[src/hw/icache_pkg.sv]
/*
 * instruction cache widths, payload types and constants
 * shared by the fetch control, the tag and data stores and the miss unit
 */

`default_nettype none

package icache_pkg;

    // fetch side
    localparam int ADDR_W   = 32;
    localparam int INST_W   = 32;

    // one bus beat carries one whole line
    localparam int FILL_W   = 64;
    localparam int OFFSET_W = 3;

    typedef logic [ADDR_W-1:0] addr_t;
    typedef logic [INST_W-1:0] inst_t;
    typedef logic [FILL_W-1:0] fill_t;

    // read response code, as on the bus
    typedef logic [1:0] resp_t;

    localparam resp_t RESP_OKAY = 2'b00;

    // addi x0, x0, 0
    localparam inst_t INST_NOP  = 32'h0000_0013;

endpackage

`default_nettype wire

[src/hw/fetch_control.sv]
/*
 * fetch acceptance, hit pending state and miss wait
 * instruction register, inst_valid and fetch_error
 */

`timescale 1ns/100ps
`default_nettype none

module fetch_control import icache_pkg::*; (
    input  wire logic  clk,
    input  wire logic  rst,
    input  wire logic  stall,
    input  wire logic  flush,
    input  wire addr_t pc,
    input  wire logic  hit,
    input  wire logic  busy,
    input  wire inst_t hit_inst,
    input  wire logic  fill_done,
    input  wire fill_t fill_data,
    input  wire resp_t rresp,
    output logic       start_miss,
    output logic       abort,
    output inst_t      inst,
    output logic       inst_valid,
    output logic       fetch_error
);

    typedef enum logic [1:0] {
        FC_IDLE,
        FC_HIT,
        FC_MISS
    } fetch_state_t;

    fetch_state_t state_q;
    logic         accept;
    logic         fill_end;
    inst_t        fill_inst;

    // flush only counts while the stage is not stalled
    assign abort      = flush && !stall;
    assign accept     = (state_q == FC_IDLE) && !busy && !stall && !flush;
    assign start_miss = accept && !hit;
    assign fill_end   = (state_q == FC_MISS) && fill_done;
    assign fill_inst  = pc[2] ? fill_data[INST_W +: INST_W] : fill_data[0 +: INST_W];

    // ========================================================================
    // state
    always_ff @(posedge clk) begin
        if (rst || abort) begin
            state_q <= FC_IDLE;
        end else begin
            case (state_q)
                FC_IDLE: begin
                    if (accept) begin
                        state_q <= hit ? FC_HIT : FC_MISS;
                    end
                end
                FC_HIT:  state_q <= FC_IDLE;
                FC_MISS: if (fill_done) state_q <= FC_IDLE;
                default: state_q <= FC_IDLE;
            endcase
        end
    end

    // ========================================================================
    // output instruction
    always_ff @(posedge clk) begin
        if (rst || abort) begin
            inst       <= INST_NOP;
            inst_valid <= 1'b1;
        end else if (accept) begin
            inst_valid <= 1'b0;
        end else if (state_q == FC_HIT) begin
            inst       <= hit_inst;
            inst_valid <= 1'b1;
        end else if (fill_end) begin
            inst       <= fill_inst;
            inst_valid <= 1'b1;
        end
    end

    // sticky until the next fill
    always_ff @(posedge clk) begin
        if (rst) begin
            fetch_error <= 1'b0;
        end else if (fill_end) begin
            fetch_error <= (rresp != RESP_OKAY);
        end
    end

endmodule

`default_nettype wire

[config.mk]
export PLATFORM = sky130hd
export DESIGN_NAME = fetch_control
export DESIGN_NICKNAME = d
export VERILOG_FILES = /design/src/hw/icache_pkg.sv /design/src/hw/fetch_control.sv
export SDC_FILE = /design/constraint.sdc
export NUM_CORES = 1
export LEC_CHECK = 0
export BUFFER_PORTS_ARGS = -buffer_cell sky130_fd_sc_hd__buf_4
export CAP_MARGIN = 25
export CORE_UTILIZATION = 39
export CTS_BUF_LIST = sky130_fd_sc_hd__clkbuf_8
export DETAILED_ROUTE_END_ITERATION = 10
export PLACE_DENSITY_LB_ADDON = 0.1
export SLEW_MARGIN = 25
export SYNTH_ARGS = -nofsm -noshare
export SYNTH_HDL_FRONTEND = slang
export SYNTH_SLANG_ARGS = --single-unit
[constraint.sdc]
create_clock -name clk -period 1.55 [get_ports clk]
set_clock_uncertainty 0.05 [all_clocks]
set_input_delay 0.2325 -clock clk [delete_from_list [all_inputs] [get_ports clk]]
set_output_delay 0.2325 -clock clk [all_outputs]
set_load 0.01 [all_outputs]
==> results of run 1 <==
==> placed cells by master, fill, tap and decap left out, drive strengths merged, types with 3 or more instances in the layout <==
master   instances
a21oi            3
buf            151
clkbuf           7
dfxtp           36
mux2            32
mux2i           29
nand3            4
nor2             5
nor3             4
o211ai           4
o2bb2ai         29
==> Yosys cell counts <==
cell type and number:
mux2_2 25, mux2i_1 29, nand3_1 4, nand3b_1 1
nand2b_1 2, nor3b_1 1, o2bb2ai_2 10, o211ai_1 3
mux2_1 7, nand2_1 1, or4_1 1, buf_4 4
o2bb2ai_1 19, a21oi_1 3, nor3_1 3, buf_2 6
o211ai_2 1, inv_1 1, dfxtp_1 36, inv_2 1
and3b_1 1, o21a_1 1, nor3_2 1, clkbuf_1 1
buf_6 4, o21ai_0 1, nor2b_2 1, nor4_4 1
nor2_1 5
==> state kept, by name, indices dropped and copies added (netlist names) <==
| name | flops |
|---|---|
| state_q | 2 |
| inst | 32 |
| inst_valid | 1 |
| fetch_error | 1 |
==> layout make-up <==
| class | instances | area (um2) | share of cell area, % |
|---|---|---|---|
| repair buffers | 151 | 1187 | 35.82 |
| inverters | 2 | 7.507 | 0.2265 |
| clock inverters | 1 | 30.03 | 0.9060 |
| clock buffers | 7 | 96.34 | 2.907 |
| flip-flops and latches | 36 | 724.4 | 21.86 |
| well taps | 67 | 83.83 | 2.529 |
| multi-input cells | 121 | 1185 | 35.75 |
==> worst paths after layout <==
check,endpoint,slack (ns),depth (start not counted)
min reg2reg,inst[12]$_SDFFE_PP0P_,0.42,1
max,start_miss,-0.07,3
max reg2reg,inst[24]$_SDFFE_PP0P_,0.09,5
min,fetch_error$_SDFFE_PP0P_,0.12,2
==> cell families (layout without fill, tap and decap cells) <==
logic type | count (synthesis) | after routing | share of synthesized area [%]
AO/OA/AOI/OAI | 38 | 38 | 18.88
AND/OR/NAND/NOR | 22 | 22 | 7.041
flip-flops | 36 | 36 | 35.89
multiplexers | 61 | 61 | 32.40
buffers and inverters | 17 | 161 | 5.794
==> what timing repair did <==
item / CTS / global route
pin swaps: 2 / 1
resized for setup: 5 / 1
endpoints found under the setup margin: 1 / 4
setup buffers: 3 / 1
==> stage by stage <==
| step | power (mW) | area [um2] |
|---|---|---|
| 4_1_cts | 2.310 | 3306 |
| 2_1_floorplan | 1.157 | 2008 |
| 6_report | 2.282 | 3314 |
| 5_1_grt | 2.386 | 3314 |
| 3_3_place_gp | 1.408 | 3139 |
| 3_5_place_dp | 1.414 | 3139 |
==> power by group through the flow <==
stage / logic [mW] / registers (mW) / clock network [mW]
after detailed placement: 0.448 / 0.966 / 0
after CTS: 0.455 / 0.943 / 0.912
after floorplan: 0.185 / 0.971 / 0
after global routing: 0.486 / 0.944 / 0.956
after global placement: 0.442 / 0.966 / 0
final: 0.450 / 0.943 / 0.889
==> worst max-delay path: cells and delay by family (launching register included) <==
family | cells | cell delay [ns]
AND/OR/NAND/NOR | 2 | 0.58
flip-flops | 1 | 0.35
buffers and inverters | 1 | 0.13
==> routing by layer <==
| layer | vias to the layer above | track usage [%] | part of all wire, % |
|---|---|---|---|
| li1 | 947 | - | - |
| met1 | 857 | 21.76 | 40 |
| met2 | 81 | 34.25 | 50 |
| met3 | 5 | 5.350 | 9.6 |
| met4 | 0 | 7.051 | 0.94 |
| met5 | - | 0 | 0 |
==> metrics, run 1 <==
Hold Startpoint rst; CTS max path bufs 2; switching power 0.4807 mW; first-pass GRT wire length 8066 um; cell accounting for the most synthesized area dfxtp_1; Post-Synthesis Cells 174; vias per cell 4.909; status finished, violations left; Nets 454; hold-fix buffers at CTS 0; Worst setup startpoint state_q[0]$_SDFFE_PP0P_; Vias around 1.9k; CTS tree yes; setup TNS -0.06995 ns; filler cell count in the final layout about 400; CP Launch Type flop; Setup Viol. Count Final 1; Routed Antenna Nets 0; clock network power share between 30% and 40%; initial antenna violation count 0; max_cap viols 0; CTS root buf clkbuf_8; dpl ws roughly 0.0095 ns; max-slew violations 0; Slowest-stage cell, CP or4_4; Layout Cells excl Fill slightly below 400; worst path required time 1.27 ns; placed insts between 300 and 400; synth unique cells 29; min Tclk post-route 1.620 ns; worst setup margin -0.06995 ns; Post-Syn Area between 2000 and 2500 um2; # clock sinks 36; placer congestion estimate 0.6868; drt initial violations 62; DP Wirelength 4013 um; sw frac 21.07%; die height 73.76 um; first drt pass iteration count 4; Final Hold Viols 0; Combinational Power Share between 10% and 20%; number of CTS-inserted buffers 5; Ys Warns 0; vias in the first global route 1826; critical-path cell list or4_4 -> nor3_4 -> buf_6; Initial Utilization 41.42%; Seq/Total Area, Yosys ~36%; Rel. slew slack 72.93%; RSZ-0062 raised after global routing true; Remaining Overflow, GRT 0; critical path class reg -> out; violated checks negative setup slack; P&R area growth vs syn 65.05%; Worst VDD drop 0.0004211 V; leakage power approximately 1.7 nW; worst hold path type in -> reg; Seq pwr share 41.3%; largest net degree at the start of global routing 33; internal power 1.801 mW; r2r startpoint state_q[0]$_SDFFE_PP0P_; FMAX approximately 0.62 GHz; CP max FO 2; DRC 0; CP max stage delay 0.43 ns; worst slew pin tran 0.4061 ns; Ports approximately 170; GRT Util Overall around 19%; syn_nets slightly above 300; die area 5440 um2; Reg clk slew, reported paths ~0.07 ns; Seq cells post-synth 36; crit path DAT 1.34 ns; ant diodes 0; mean post-synth cell area 11.54 um2; Clk Latency, worst-skew pair 0.28 ns; Die W 73.76 um; dominant cells by area after synthesis dfxtp_1 (36%), mux2i_1 (14%), mux2_2 (14%); worst hold slack between 0.1 and 0.15 ns; final core occ about two thirds; CTS HTree Levels 2; share of post-route cells with drive strength above 1 63.84%; share of the synthesized area in the top cell type 35.89%; Placeable Area 4848 um2; P per Cell Area 688.4 nW/um2; Wirelength per Cell 13.28 um; # rows 25; Buffers on Ports 141; Crit. End Element output pin; final critical-path share of the clock period 104.5%; Routed WL 5112 um
Power figures use the tool's default switching activity.
==> run 2: changes to the inputs <==
ABC_AREA = 1   (was not set)
CELL_PAD_IN_SITES_DETAIL_PLACEMENT = 0   (was not set)
CELL_PAD_IN_SITES_GLOBAL_PLACEMENT = 2   (was not set)
CORE_UTILIZATION = 19   (was 39)
==> metrics, run 2 <==
dominant cells by area after synthesis dfxtp_1 (29%), nand2_1 (24%), nand3_1 (14%); Nets 676 (+49%); Ys Warns 0 (unchanged); Buffers on Ports 141 (unchanged); syn_nets 540 (+74%); max-slew violations 0 (unchanged); r2r startpoint state_q[1]$_SDFFE_PP0P_; placer congestion estimate 0.6658 (-3.1%); Slowest-stage cell, CP dfxtp_1; worst slew pin tran 0.2831 ns (-0.1230 ns); Initial Utilization 19.49% (-22 points); Clk Latency, worst-skew pair 0.28 ns (about the same); Top reg by flops inst; Post-Syn Area 2460 um2 (+22%); most frequent cell after synthesis nand2_1; largest net degree at the start of global routing 35 (+6.1%); final critical-path share of the clock period 88.77% (-16 points); critical-path cell list nor2_1 -> nand4_1 -> inv_1 -> buf_4; first drt pass iteration count 4 (unchanged); CTS tree yes; max_cap viols 0 (unchanged); DRC 0 (unchanged); # rows 41 (+64%); ys flop type dfxtp_1; hold-fix buffers at CTS 0 (unchanged); number of flip-flops in the largest register 32 (unchanged); vias in the first global route 2661 (+46%); Remaining Overflow, GRT 0 (unchanged); most common cell after layout, fill and taps aside nand2_1; Rel. slew slack 81.13% (+8.2 points); Final Hold Viols 0 (unchanged); vias per cell 3.872 (-21%); Pwr Total 2.194 mW (-3.9%); number of CTS-inserted buffers 5 (unchanged); Reg clk slew, reported paths 0.07 ns (about the same); critical path class reg -> out; synth cell count leaders nand2_1 (158), nand3_1 (69), inv_1 (68); cell accounting for the most synthesized area dfxtp_1; Die W 115.8 um (+57%); Worst setup startpoint state_q[1]$_SDFFE_PP0P_; crit path DAT 1.09 ns (-0.25 ns); GRT Util Overall 12.75% (-6.5 points); clock network power share 31.9% (-7.1 points); CP Launch Type flop; CTS resizes 0 (-5); Seq cells post-synth 36 (unchanged); first-pass GRT wire length 13230 um (+64%); CP max stage delay 0.35 ns (-0.08 ns); sw frac 27.55% (+6.5 points); switching power 0.6043 mW (+26%); Combinational Power Share 24.6% (+4.9 points); internal power 1.589 mW (-12%); FF-to-FF path depth 4 (-1); leakage power 2.068 nW (+24%); min Tclk post-route 1.376 ns (-0.2441 ns); Setup Viol. Count Final 0 (-1); CTS root buf clkbuf_8; worst hold path type in -> reg; CTS HTree Levels 2 (unchanged); Worst VDD drop 0.0002650 V (-37%); drt initial violations 123 (+98%); # clock sinks 36 (unchanged); Wirelength per Cell 11.76 um (-11%); Seq/Total Area, Yosys 29.30% (-6.6 points); filler cell count in the final layout 1446 (+260%); dpl ws 0.2066 ns (+0.1971 ns); P&R area growth vs syn 54.43%; worst reg2reg endpoint inst[15]$_SDFFE_PP0P_; P per Cell Area 577.4 nW/um2 (-16%); DP Wirelength 6127 um (+53%); Placeable Area 12620 um2 (+160%); share of post-route cells with drive strength above 1 36.30% (-28 points); CP max FO 4 (+2); Seq pwr share 43.4% (+2.1 points); mean post-synth cell area 6.104 um2 (-47%); synth unique cells 17 (-41%); status finished clean; setup TNS 0 ns (+0.06995 ns); worst path required time 1.27 ns (about the same); share of the synthesized area in the top cell type 29.30% (-6.6 points); die height 115.8 um (+57%); FMAX 0.7268 GHz (+18%); Largest regs inst x32, state_q x2; R2R setup slack 0.22 ns (+0.13 ns); Post-synth EDFFs 0 (unchanged); Routed WL 8375 um (+64%); Routed Antenna Nets 0 (unchanged); worst setup margin 0.1741 ns (+0.2441 ns); ant diodes 0 (unchanged); Vias 2757 (+46%); most frequent cells in the layout nand2_1 (158), buf_4 (149), inv_1 (70), nand3_1 (69), dfxtp_1 (36); Crit. End Element output pin; CTS max path bufs 2 (unchanged); Critical Path Sink start_miss; die area 13410 um2 (+150%); worst hold slack 0.07784 ns (-0.03741 ns); share of flip-flops with an asynchronous set or reset 0% (unchanged); RSZ-0062 raised after global routing false; Post-CTS Setup Inserts 0 (-3); Ports 173 (unchanged); Post-Synthesis Cells 403 (+130%); initial antenna violation count 0 (unchanged)
run 2: cell types whose count changed in the layout (fill, tap and decap cells not counted), sizes merged, moves of 2 or more:
| cell | delta |
|---|---|
| a21oi | +28 |
| buf | +3 |
| inv | +71 |
| mux2 | -32 |
| mux2i | -29 |
| nand2 | +159 |
| nand2b | -2 |
| nand3 | +66 |
| nor2 | +2 |
| nor3 | -3 |
| o211ai | -4 |
| o2bb2ai | -29 |
run 2: area by class of cell:
class | count | area (um2) | share of cell area (%)
multi-input combinational | 271 | 1287 | 33.89
timing repair buffer | 154 | 1219 | 32.08
sequential | 36 | 720.7 | 18.97
inverter | 71 | 266.5 | 7.016
tap | 172 | 215.2 | 5.665
clock buffer | 6 | 82.58 | 2.174
clock inverter | 2 | 7.507 | 0.1976
run 2: power by group through the flow:
stage | sequential (mW) | combinational (mW) | clock [mW]
3_5_place_dp | 0.975 | 0.553 | 0
5_1_grt | 0.956 | 0.607 | 0.780
4_1_cts | 0.953 | 0.554 | 0.751
2_1_floorplan | 0.983 | 0.241 | 0
6_report | 0.953 | 0.540 | 0.700
3_3_place_gp | 0.974 | 0.554 | 0
run 2: cell families after synthesis:
logic type | synth area share (%)
AOI/OAI and AO/OA | 10.73
buffers and inverters | 18.57
DFF | 29.30
and+or+nand+nor | 41.40
run 2: how the worst min path moves through the flow:
stage	endpoint	slack [ns]	from	depth (start not counted)
2_1_floorplan	fetch_error$_SDFFE_PP0P_	0.25	rst	1
3_3_place_gp	fetch_error$_SDFFE_PP0P_	0.38	rst	2
3_5_place_dp	fetch_error$_SDFFE_PP0P_	0.38	rst	2
4_1_cts	fetch_error$_SDFFE_PP0P_	0.07	rst	2
5_1_grt	fetch_error$_SDFFE_PP0P_	0.07	rst	2
6_report	fetch_error$_SDFFE_PP0P_	0.08	rst	2
run 2: worst max-delay path: cells and delay by family (launching register included):
family        cells  cell delay (ns)
flops             1             0.35
simple gates      2             0.27
buf+inv           2             0.19
run 2: through the flow:
| step | utilization [%] | instances | area [um2] |
|---|---|---|---|
| after floorplan | - | 403 | 2460 |
| after global placement | 29.39 | 704 | 3709 |
| after detailed placement | 29.39 | 704 | 3709 |
| after CTS | 30.10 | 712 | 3799 |
| after global routing | 30.10 | 712 | 3799 |
| final | 30.10 | 712 | 3799 |
run 2: metal layers:
metal | vias to the layer above | global-route usage, % | wire [um]
li1 | 1496 | - | -
met1 | 1173 | 15.64 | 3740
met2 | 84 | 22.18 | 4008
met3 | 4 | 3.295 | 557
met4 | 0 | 3.077 | 70
met5 | - | 0 | 0
