===== src/hw/icache_pkg.sv =====
/*
 * instruction cache widths, payload types and constants
 * shared by the fetch control, the tag and data stores and the miss unit
 */

`default_nettype none

package icache_pkg;

    // fetch side
    localparam int ADDR_W   = 32;
    localparam int INST_W   = 32;

    // one bus beat carries one whole line
    localparam int FILL_W   = 64;
    localparam int OFFSET_W = 3;

    typedef logic [ADDR_W-1:0] addr_t;
    typedef logic [INST_W-1:0] inst_t;
    typedef logic [FILL_W-1:0] fill_t;

    // read response code, as on the bus
    typedef logic [1:0] resp_t;

    localparam resp_t RESP_OKAY = 2'b00;

    // addi x0, x0, 0
    localparam inst_t INST_NOP  = 32'h0000_0013;

endpackage

`default_nettype wire


===== src/hw/miss_unit.sv =====
/*
 * line fill sequence on the read address and read data channels
 * one beat per line, reported as fill_done
 */

`timescale 1ns/100ps
`default_nettype none

module miss_unit import icache_pkg::*; (
    input  wire logic  clk,
    input  wire logic  rst,
    input  wire logic  abort,
    input  wire logic  start_miss,
    input  wire addr_t pc,
    input  wire logic  arready,
    input  wire logic  rvalid,
    input  wire fill_t rdata,
    output logic       arvalid,
    output addr_t      araddr,
    output logic       rready,
    output logic       busy,
    output logic       fill_done,
    output addr_t      fill_addr,
    output fill_t      fill_data
);

    typedef enum logic [1:0] {
        MISS_IDLE,
        MISS_ADDR,
        MISS_DATA
    } miss_state_t;

    miss_state_t state_q;
    miss_state_t state_d;
    addr_t       line_addr_q;

    always_comb begin
        state_d = state_q;
        case (state_q)
            MISS_IDLE: if (start_miss) state_d = MISS_ADDR;
            MISS_ADDR: if (arready)    state_d = MISS_DATA;
            MISS_DATA: if (rvalid)     state_d = MISS_IDLE;
            default:                   state_d = MISS_IDLE;
        endcase
    end

    always_ff @(posedge clk) begin
        if (rst || abort) begin
            state_q <= MISS_IDLE;
        end else begin
            state_q <= state_d;
        end
    end

    // line aligned fetch address
    always_ff @(posedge clk) begin
        if (start_miss) begin
            line_addr_q <= {pc[ADDR_W-1:OFFSET_W], {OFFSET_W{1'b0}}};
        end
    end

    assign arvalid   = (state_q == MISS_ADDR);
    assign rready    = (state_q == MISS_DATA);
    assign araddr    = line_addr_q;
    assign busy      = (state_q != MISS_IDLE);
    assign fill_done = rready && rvalid;
    assign fill_addr = line_addr_q;
    assign fill_data = rdata;

    // ========================================================================
    // bus and handoff checks
    a_arvalid_hold: assert property (@(posedge clk) disable iff (rst)
        arvalid && !arready && !abort |=> arvalid);

    a_no_start_when_busy: assert property (@(posedge clk) disable iff (rst)
        start_miss |-> !busy);

endmodule

`default_nettype wire


===== config.mk =====
export PLATFORM = sky130hd
export DESIGN_NAME = miss_unit
export DESIGN_NICKNAME = d
export VERILOG_FILES = /design/src/hw/icache_pkg.sv /design/src/hw/miss_unit.sv
export SDC_FILE = /design/constraint.sdc
export NUM_CORES = 1
export LEC_CHECK = 0
export BUFFER_PORTS_ARGS = -buffer_cell sky130_fd_sc_hd__buf_2
export CORE_AREA = 2 2 89 91
export DETAILED_ROUTE_END_ITERATION = 10
export DIE_AREA = 0 0 91 93
export PLACE_DENSITY = 0.64
export SYNTH_ARGS = -nofsm -noshare
export SYNTH_HDL_FRONTEND = slang
export SYNTH_SLANG_ARGS = --single-unit

===== constraint.sdc =====
create_clock -name clk -period 1.9 [get_ports clk]
set_input_delay 0.095 -clock clk [delete_from_list [all_inputs] [get_ports clk]]
set_output_delay 0.095 -clock clk [all_outputs]
set_load 0.1 [all_outputs]

==> out/metrics.cfg, run 1 <==
[clocking]
clkSinkCount = 31
path_clk_slew_ns = 0.07
tritoncts = done
h-tree-depth = 2
cts_root_buffer = clkbuf_8
cts_setup_buffers = 0
cts_made_buffers = 5
hold_buffers = 30
clock_path_buffers = 2
insertion_delay_ns = 0.27
ctsResizeCount = 0

[floorplan]
dieHeight_um = 93
die_x_um = 91
ios = 234
initial_utilization_pct = 23.1
die_area_um2 = 8460
coreArea_um2 = 7530
fp-row-count = 32

[job]
drv_cap = 0

[global_route]
grt_pass1_wl_mm = 6.03
groute.usage.overall_pct = 9.55
met3_usage_pct = 5.72
grtUsageMet2_pct = 17.5
grt_max_degree = 22
overflow = 0
grt.busiest_layer = met2
grt_pass1_vias = 1032
met1_usage_pct = 7.98
antenna_found_initial = 0

[timing]
setup_slack_ns = 0.363
slew_viol_final = 0
rsz0062_at_grt = no
post-route-min-period_ns = 1.54
finalSetupTns_ns = 0
setup_viol = 0
hold_viol_final = 0
fin_crit_sh_pct = 80.9
finClkSkew_ns = 0.000584
max_freq_ghz = 0.651

[setup_path]
critPathLaunchType = flop
max_stage_delay_ns = 0.42
cp_slowest_cell = dfxtp_1
worst-path-max-fanout = 6
critPathCaptureType = output pin
crit_type = flop to output pin
crit_arrival_ns = 1.44
r2r_start = state_q[1]
worstPathCellList = nor2b_4, and2_2, buf_2
r2r_end = state_q[1]
cp.required_ns = 1.80
reg2reg_depth = 2
r2r_slack_ns = 0.83

[placement]
post-place-ws_ns = 0.706
place.gp.congestion = 0.728
numPortBuffers = 96

[power]
p_leak_nw = 0.916
pwr_density_cell_nw_per_um2 = 1170
max-vdd-ir-drop_v = 0.000541

[synthesis]
syn-cell-area_um2 = 1740
synth_cell_types = 13
ys_ff_latch = 31
yosys_warnings = 0
syn_area_per_cell_um2 = 12.4
seq_area_frac_synth_pct = 52.3
synthCells = 141

[run_status]
outcome = complete, no violations

[final_layout]
drive_gt1_share_pct = 60.1
nets = 284
seq_area_um2 = 911
antenna_cells = 0
area_delta_synth_final_pct = 17.8
fillers = 786
multi_input_area_um2 = 115

[route]
vias_per_cell = 3.52
dr.pass1.iters = 4
ant_nets = 0
drtIter0Drc = 14
dr_total_vias = 1003
post_drt_wl_per_cell_um = 15.2
drcViolationCount = 0
drt_wl_total_mm = 4.33

[hold_path]
whs_path_depth = 3
worstHoldPathType = input port to flop
hold_path_startpoint = arready
holdPathEnd = state_q[1]

[critical path: cells and delay by family (launching register included)]
family / cells / cell delay [ns]
flip-flops: 1 / 0.42
buffers and inverters: 1 / 0.41
AND/OR/NAND/NOR: 2 / 0.33
[registers in the layout (all words and copies together) (netlist names)]
name and cells:
araddr 29, state_q 2
[logic make-up after synthesis]
| kind of cell | share of synthesized area [%] |
|---|---|
| buf+inv | 42.7 |
| compound gates | 1.58 |
| flops | 52.3 |
| other cells | 0.215 |
| simple gates | 3.23 |
[final cells by class]
cell class	instances	share of cell area, %
clock buffer	8	4.88
multi-input combinational	16	5.61
sequential	31	44.4
tap	102	6.22
timing repair buffer	128	38.9
[cell usage in the layout (no fill, tap or decap)]
cell type      synthesis  layout
buf_2                  0      96
dlygate4sd3_1          0      31
edfxtp_1              29      29
clkbuf_8               0       7
conb_1                 1       6
nand2b_1               2       2
dfxtp_1                2       2
and2b_2                1       1
or2_2                  1       1
nor2b_4                0       1
and2_2                 0       1
or3b_1                 1       1
nand3b_1               1       1
a211oi_2               1       1
a2111oi_2              1       1
clkbuf_1               0       1
buf_4                 99       1
[cell usage after synthesis]
master | number | area, um^2
nand3b_1 | 1 | 7.51
and2b_2 | 1 | 8.76
dfxtp_1 | 2 | 40.0
nand2b_1 | 2 | 12.5
a211oi_2 | 1 | 12.5
buf_4 | 99 | 743
or2_2 | 1 | 6.26
nor2b_1 | 1 | 6.26
a2111oi_2 | 1 | 15.0
and2_1 | 1 | 6.26
or3b_1 | 1 | 8.76
conb_1 | 1 | 3.75
edfxtp_1 | 29 | 871
[power breakdown]
part	switching, W	total (W)	internal, W
logic	0.000859	0.000994	0.000136
clock network	0.000238	0.000568	0.000331
registers	0.0000259	0.000831	0.000805
total	0.00112	0.00239	0.00127
[per-stage QoR]
stage	hold WS [ns]	instance area, um^2	utilization (%)	instances	total power, W
global placement	0.191	1640	21.8	246	0.00179
finish	0.116	2050	27.3	285	0.00239
detailed placement	0.191	1640	21.8	246	0.00179
global route	0.114	2050	27.3	285	0.00247
floorplan	0.160	1770	-	146	0.00236
CTS	0.00376	2040	27.1	284	0.00241
[per-layer routing]
metal | share of wire, % | wire [um]
met5 | 0 | 0
met4 | 2.9 | 125
met3 | 15 | 662
met2 | 54 | 2330
met1 | 28 | 1210
[how the worst max path moves through the flow]
stage                from        end  slack (ns)  depth (start not counted)
5_1_grt        state_q[1]  fill_done        0.27                          3
4_1_cts        state_q[1]  fill_done        0.39                          3
2_1_floorplan  state_q[1]  fill_done        0.30                          2
3_5_place_dp   state_q[1]  fill_done        0.71                          3
3_3_place_gp   state_q[1]  fill_done        0.71                          3
6_report       state_q[1]  fill_done        0.36                          3
No activity file was read; power rests on OpenSTA's default activity.
==> run 2: changes to the inputs <==
--- a/config.mk
+++ b/config.mk
@@ -9,7 +9,7 @@
 export CORE_AREA = 2 2 89 91
 export DETAILED_ROUTE_END_ITERATION = 10
 export DIE_AREA = 0 0 91 93
-export PLACE_DENSITY = 0.64
+export PLACE_DENSITY = 0.67
 export SYNTH_ARGS = -nofsm -noshare
 export SYNTH_HDL_FRONTEND = slang
 export SYNTH_SLANG_ARGS = --single-unit
==> constraint.sdc (replaced) <==
create_clock -name clk -period 1.29 [get_ports clk]
set_input_delay 0.0645 -clock clk [delete_from_list [all_inputs] [get_ports clk]]
set_output_delay 0.0645 -clock clk [all_outputs]
set_load 0.1 [all_outputs]
==> out/metrics.cfg, run 2 (same netlist as run 1, synthesis figures left out) <==
[route]
vias_per_cell = 3.50  ; was 3.52
ant_nets = 0  ; unchanged
drcViolationCount = 0  ; unchanged
dr_total_vias = 1004  ; was 1003
post_drt_wl_per_cell_um = 16.3  ; was 15.2 um
drt_wl_total_mm = 4.68  ; was 4.33 mm
dr.pass1.iters = 3  ; was 4
drtIter0Drc = 31  ; was 14

[power]
p_comb_share_pct = 41.3  ; was 41.5%
pwr_density_cell_nw_per_um2 = 1680  ; was 1170 nW/um^2
max-vdd-ir-drop_v = 0.000538  ; was 0.000541 V
p_leak_nw = 0.943  ; was 0.916 nW
p_clk_share_pct = 24.8  ; was 23.7%
switching_power_w = 0.00163  ; was 0.00112 W
p_int_w = 0.00197  ; was 0.00127 W
p_sw_share_pct = 45.4  ; was 46.9%
p_seq_share_pct = 33.9  ; was 34.7%

[timing]
hold_viol_final = 0  ; unchanged
slew_viol_final = 0  ; unchanged
setup_slack_ns = 0.0497  ; was 0.363 ns
finClkSkew_ns = 0.000107  ; was 0.000584 ns
setup_viol = 0  ; unchanged
timing.hold.ws_ns = 0.0779  ; was 0.116 ns
post-route-min-period_ns = 1.24
max_freq_ghz = 0.806
fin_crit_sh_pct = 96.1
rsz0062_at_grt = no  ; unchanged

[global_route]
grt_pass1_wl_mm = 6.27  ; was 6.03 mm
grt_max_degree = 14  ; was 22
grt_pass1_vias = 981  ; was 1032
overflow = 0  ; unchanged
groute.usage.overall_pct = 10.1  ; was 9.55%
antenna_found_initial = 0  ; unchanged

[final_layout]
largest_reg_flops = 29  ; unchanged
layout_common_cells = 92 x buf_2, 31 x dlygate4sd3_1, 29 x edfxtp_1  ; was 96 x buf_2, 31 x dlygate4sd3_1, 29 x edfxtp_1
stdcell_area_um2 = 2140  ; was 2050 um^2
antenna_cells = 0  ; unchanged
drive_gt1_share_pct = 61.1  ; was 60.1%
nets = 286  ; was 284
area_delta_synth_final_pct = 22.7  ; was 17.8%
fillers = 767  ; was 786
final_common_cell = buf_2  ; unchanged

[clocking]
ctsResizeCount = 0  ; unchanged
h-tree-depth = 2  ; unchanged
cts_root_buffer = clkbuf_8  ; unchanged
cts_made_buffers = 5  ; unchanged
insertion_delay_ns = 0.28  ; was 0.27 ns
clock_path_buffers = 2  ; unchanged
path_clk_slew_ns = 0.07  ; about the same
clkSinkCount = 31  ; unchanged
tritoncts = done  ; unchanged

[floorplan]
coreArea_um2 = 7530  ; unchanged
fp-row-count = 32  ; unchanged
initial_utilization_pct = 23.1  ; unchanged
die_area_um2 = 8460  ; unchanged
die_x_um = 91  ; unchanged
dieHeight_um = 93  ; unchanged
ios = 234  ; unchanged

[setup_path]
critPathCaptureType = output pin  ; unchanged
cp.required_ns = 1.23  ; was 1.80 ns
crit_arrival_ns = 1.18  ; was 1.44 ns
crit_type = flop to output pin  ; unchanged
critPathLaunchType = flop  ; unchanged
worst-path-max-fanout = 7  ; was 6

[placement]
hpwl_mm = 3.72
placed_area_um2 = 1720  ; was 1640 um^2
post-place-ws_ns = 0.246  ; was 0.706 ns
numPortBuffers = 96  ; unchanged
place.gp.congestion = 0.686  ; was 0.728

[hold_path]
worstHoldPathType = input port to flop  ; unchanged

[job]
drv_cap = 0  ; unchanged

[run_status]
outcome = complete, no violations  ; unchanged

-- run 2: final timing paths --
kind	start	endpoint	slack, ns	depth (start not counted)
worst max-delay path	state_q[0]	busy	0.05	2
worst min-delay path	rvalid	state_q[1]	0.08	3
worst max register to register	state_q[0]	state_q[1]	0.24	2
worst min register to register	state_q[1]	state_q[0]	0.47	1
-- run 2: per-stage QoR --
step | total power (W) | TNS, ns | cells | utilization [%]
3_3_place_gp | 0.00265 | 0 | 248 | 22.8
5_1_grt | 0.00371 | 0 | 287 | 28.4
6_report | 0.00360 | 0 | 287 | 28.4
2_1_floorplan | 0.00369 | -0.134 | 146 | -
4_1_cts | 0.00363 | 0 | 287 | 28.4
3_5_place_dp | 0.00265 | 0 | 248 | 22.8
-- run 2: area by class of cell --
cell class,instances,area (um^2),share of cell area [%]
clock inverters,3,38.8,1.81
clock buffers,5,68.8,3.22
well taps,102,128,5.97
repair buffers,130,873,40.9
multi-input cells,16,116,5.44
flip-flops and latches,31,912,42.7
-- run 2: per-layer routing --
layer,global-route usage [%],up-vias,wire length (um)
met2,18.0,136,2360
met4,4.92,0,113
li1,-,439,-
met1,6.21,407,1090
met5,0,-,0
met3,10.6,22,1120
-- run 2: timing repair --
item,in CTS,in global routing
hold endpoints to repair,31,0
hold buffers,31,0
setup buffers,0,0
-- run 2: power groups by stage --
stage               logic (W)  clock network [W]  registers [W]
finish                0.00148           0.000892        0.00122
global route          0.00151           0.000963        0.00123
CTS                   0.00149           0.000924        0.00122
detailed placement    0.00141                  0        0.00124
global placement      0.00141                  0        0.00124
floorplan             0.00187                  0        0.00181
-- run 2: worst max-delay path, stage by stage (launching register included) --
cell and delay (ns):
dfxtp_1 0.38, or2_2 0.34, buf_12 0.17
==> run 3: changes to the inputs <==
--- a/config.mk
+++ b/config.mk
@@ -9,7 +9,7 @@
 export CORE_AREA = 2 2 89 91
 export DETAILED_ROUTE_END_ITERATION = 10
 export DIE_AREA = 0 0 91 93
-export PLACE_DENSITY = 0.67
+export PLACE_DENSITY = 0.64
 export SYNTH_ARGS = -nofsm -noshare
 export SYNTH_HDL_FRONTEND = slang
 export SYNTH_SLANG_ARGS = --single-unit
==> out/metrics.cfg, run 3 (same netlist as run 1, synthesis figures left out) <==
[power]
p_seq_share_pct = 36.2  ; was 33.9%
switching_power_w = 0.00162  ; was 0.00163 W
p_clk_share_pct = 19.8  ; was 24.8%
p_leak_nw = 0.929  ; was 0.943 nW
p_sw_share_pct = 47.9  ; was 45.4%
pwr_density_cell_nw_per_um2 = 1600  ; was 1680 nW/um^2
p_comb_share_pct = 44.0  ; was 41.3%
p_int_w = 0.00176  ; was 0.00197 W
max-vdd-ir-drop_v = 0.000289  ; was 0.000538 V

[timing]
slew_viol_final = 0  ; unchanged
fin_crit_sh_pct = 96.1  ; about the same
finClkSkew_ns = 0.0000211  ; was 0.000107 ns
timing.hold.ws_ns = 0.0864  ; was 0.0779 ns
setup_slack_ns = 0.0497  ; about the same
setup_viol = 0  ; unchanged
hold_viol_final = 0  ; unchanged
post-route-min-period_ns = 1.24  ; about the same
rsz0062_at_grt = no  ; unchanged
finalSetupTns_ns = 0  ; unchanged
max_freq_ghz = 0.806  ; about the same

[setup_path]
critPathLaunchType = flop  ; unchanged
critPathCaptureType = output pin  ; unchanged
crit_type = flop to output pin  ; unchanged
worst-path-max-fanout = 7  ; unchanged
cp.required_ns = 1.23  ; about the same
crit_arrival_ns = 1.18  ; about the same

[global_route]
overflow = 0  ; unchanged
groute.usage.overall_pct = 11.3  ; was 10.1%
grt_pass1_wl_mm = 6.88  ; was 6.27 mm
grt_pass1_vias = 1033  ; was 981
antenna_found_initial = 0  ; unchanged
grt_max_degree = 24  ; was 14

[final_layout]
largest_reg_flops = 29  ; unchanged
final_common_cell = buf_2  ; unchanged
stdcell_area_um2 = 2110  ; was 2140 um^2
area_delta_synth_final_pct = 21.3  ; was 22.7%
nets = 285  ; was 286
layout_common_cells = 92 x buf_2, 31 x dlygate4sd3_1, 29 x edfxtp_1  ; unchanged
antenna_cells = 0  ; unchanged
drive_gt1_share_pct = 60.7  ; was 61.1%
instances_no_fill = 285  ; was 287

[route]
post_drt_wl_per_cell_um = 18.0  ; was 16.3 um
drt_wl_total_mm = 5.13  ; was 4.68 mm
drtIter0Drc = 15  ; was 31
drcViolationCount = 0  ; unchanged
vias_per_cell = 3.61  ; was 3.50
dr.pass1.iters = 4  ; was 3
dr_total_vias = 1028  ; was 1004
ant_nets = 0  ; unchanged

[run_status]
outcome = complete, no violations  ; unchanged

[clocking]
path_clk_slew_ns = 0.06  ; was 0.07 ns
tritoncts = done  ; unchanged
cts_root_buffer = clkbuf_8  ; unchanged
ctsResizeCount = 0  ; unchanged
h-tree-depth = 2  ; unchanged
cts_made_buffers = 5  ; unchanged
clock_path_buffers = 2  ; unchanged
insertion_delay_ns = 0.27  ; was 0.28 ns
clkSinkCount = 31  ; unchanged

[floorplan]
die_x_um = 91  ; unchanged
coreArea_um2 = 7530  ; unchanged
ios = 234  ; unchanged
die_area_um2 = 8460  ; unchanged
fp-row-count = 32  ; unchanged
dieHeight_um = 93  ; unchanged
initial_utilization_pct = 23.1  ; unchanged

[hold_path]
worstHoldPathType = input port to flop  ; unchanged

[placement]
place.gp.congestion = 0.737  ; was 0.686
placed_area_um2 = 1720  ; about the same
dp_cells = 246  ; was 248
post-place-ws_ns = 0.251  ; was 0.246 ns
hpwl_mm = 4.06  ; was 3.72 mm
numPortBuffers = 96  ; unchanged

[job]
drv_cap = 0  ; unchanged

## run 3: through the flow
step                total power, W  utilization, %
floorplan                  0.00369               -
global placement           0.00265            22.8
detailed placement         0.00265            22.8
CTS                        0.00342            28.0
global route               0.00350            28.1
finish                     0.00338            28.1
## run 3: power groups by stage
| stage | registers [W] | clock network (W) | logic [W] |
|---|---|---|---|
| after floorplan | 0.00181 | 0 | 0.00187 |
| after global placement | 0.00124 | 0 | 0.00141 |
| after detailed placement | 0.00124 | 0 | 0.00141 |
| after CTS | 0.00122 | 0.000712 | 0.00148 |
| after global routing | 0.00123 | 0.000754 | 0.00151 |
| final | 0.00122 | 0.000670 | 0.00148 |
## run 3: area by class of cell
type | instances | area, um^2
clock buffers | 5 | 68.8
clock inverters | 2 | 8.76
fillers | 792 | 5420
multi-input cells | 16 | 116
flip-flops and latches | 31 | 912
well taps | 102 | 128
repair buffers | 129 | 878
## run 3: worst max-delay path: stages, from the launching register on
cell and delay (ns):
dfxtp_1 0.38, or2_2 0.35, buf_12 0.17
## run 3: worst paths after layout
kind                            startpoint         end  slack [ns]  cells after the start
worst max-delay path            state_q[0]        busy        0.05                      2
worst min-delay path                rvalid  state_q[1]        0.09                      3
worst max register to register  state_q[0]  state_q[1]        0.23                      2
worst min register to register  state_q[1]  state_q[0]        0.47                      1
## run 3: what timing repair did
| item | CTS | global route |
|---|---|---|
| endpoints found under the hold margin | 31 | 0 |
| hold buffers | 31 | 0 |
| buffers inserted | 0 | 1 |
| setup endpoints to repair | 0 | 1 |
## run 3: per-layer routing
metal  global-route usage, %  part of all wire (%)  vias up  wire (um)
li1                        -                     -      436          -
met1                    7.08                    22      434       1140
met2                    22.1                    55      140       2840
met3                    9.27                    20       18       1020
met4                    5.18                   2.5        0        128
met5                       0                     0        -          0
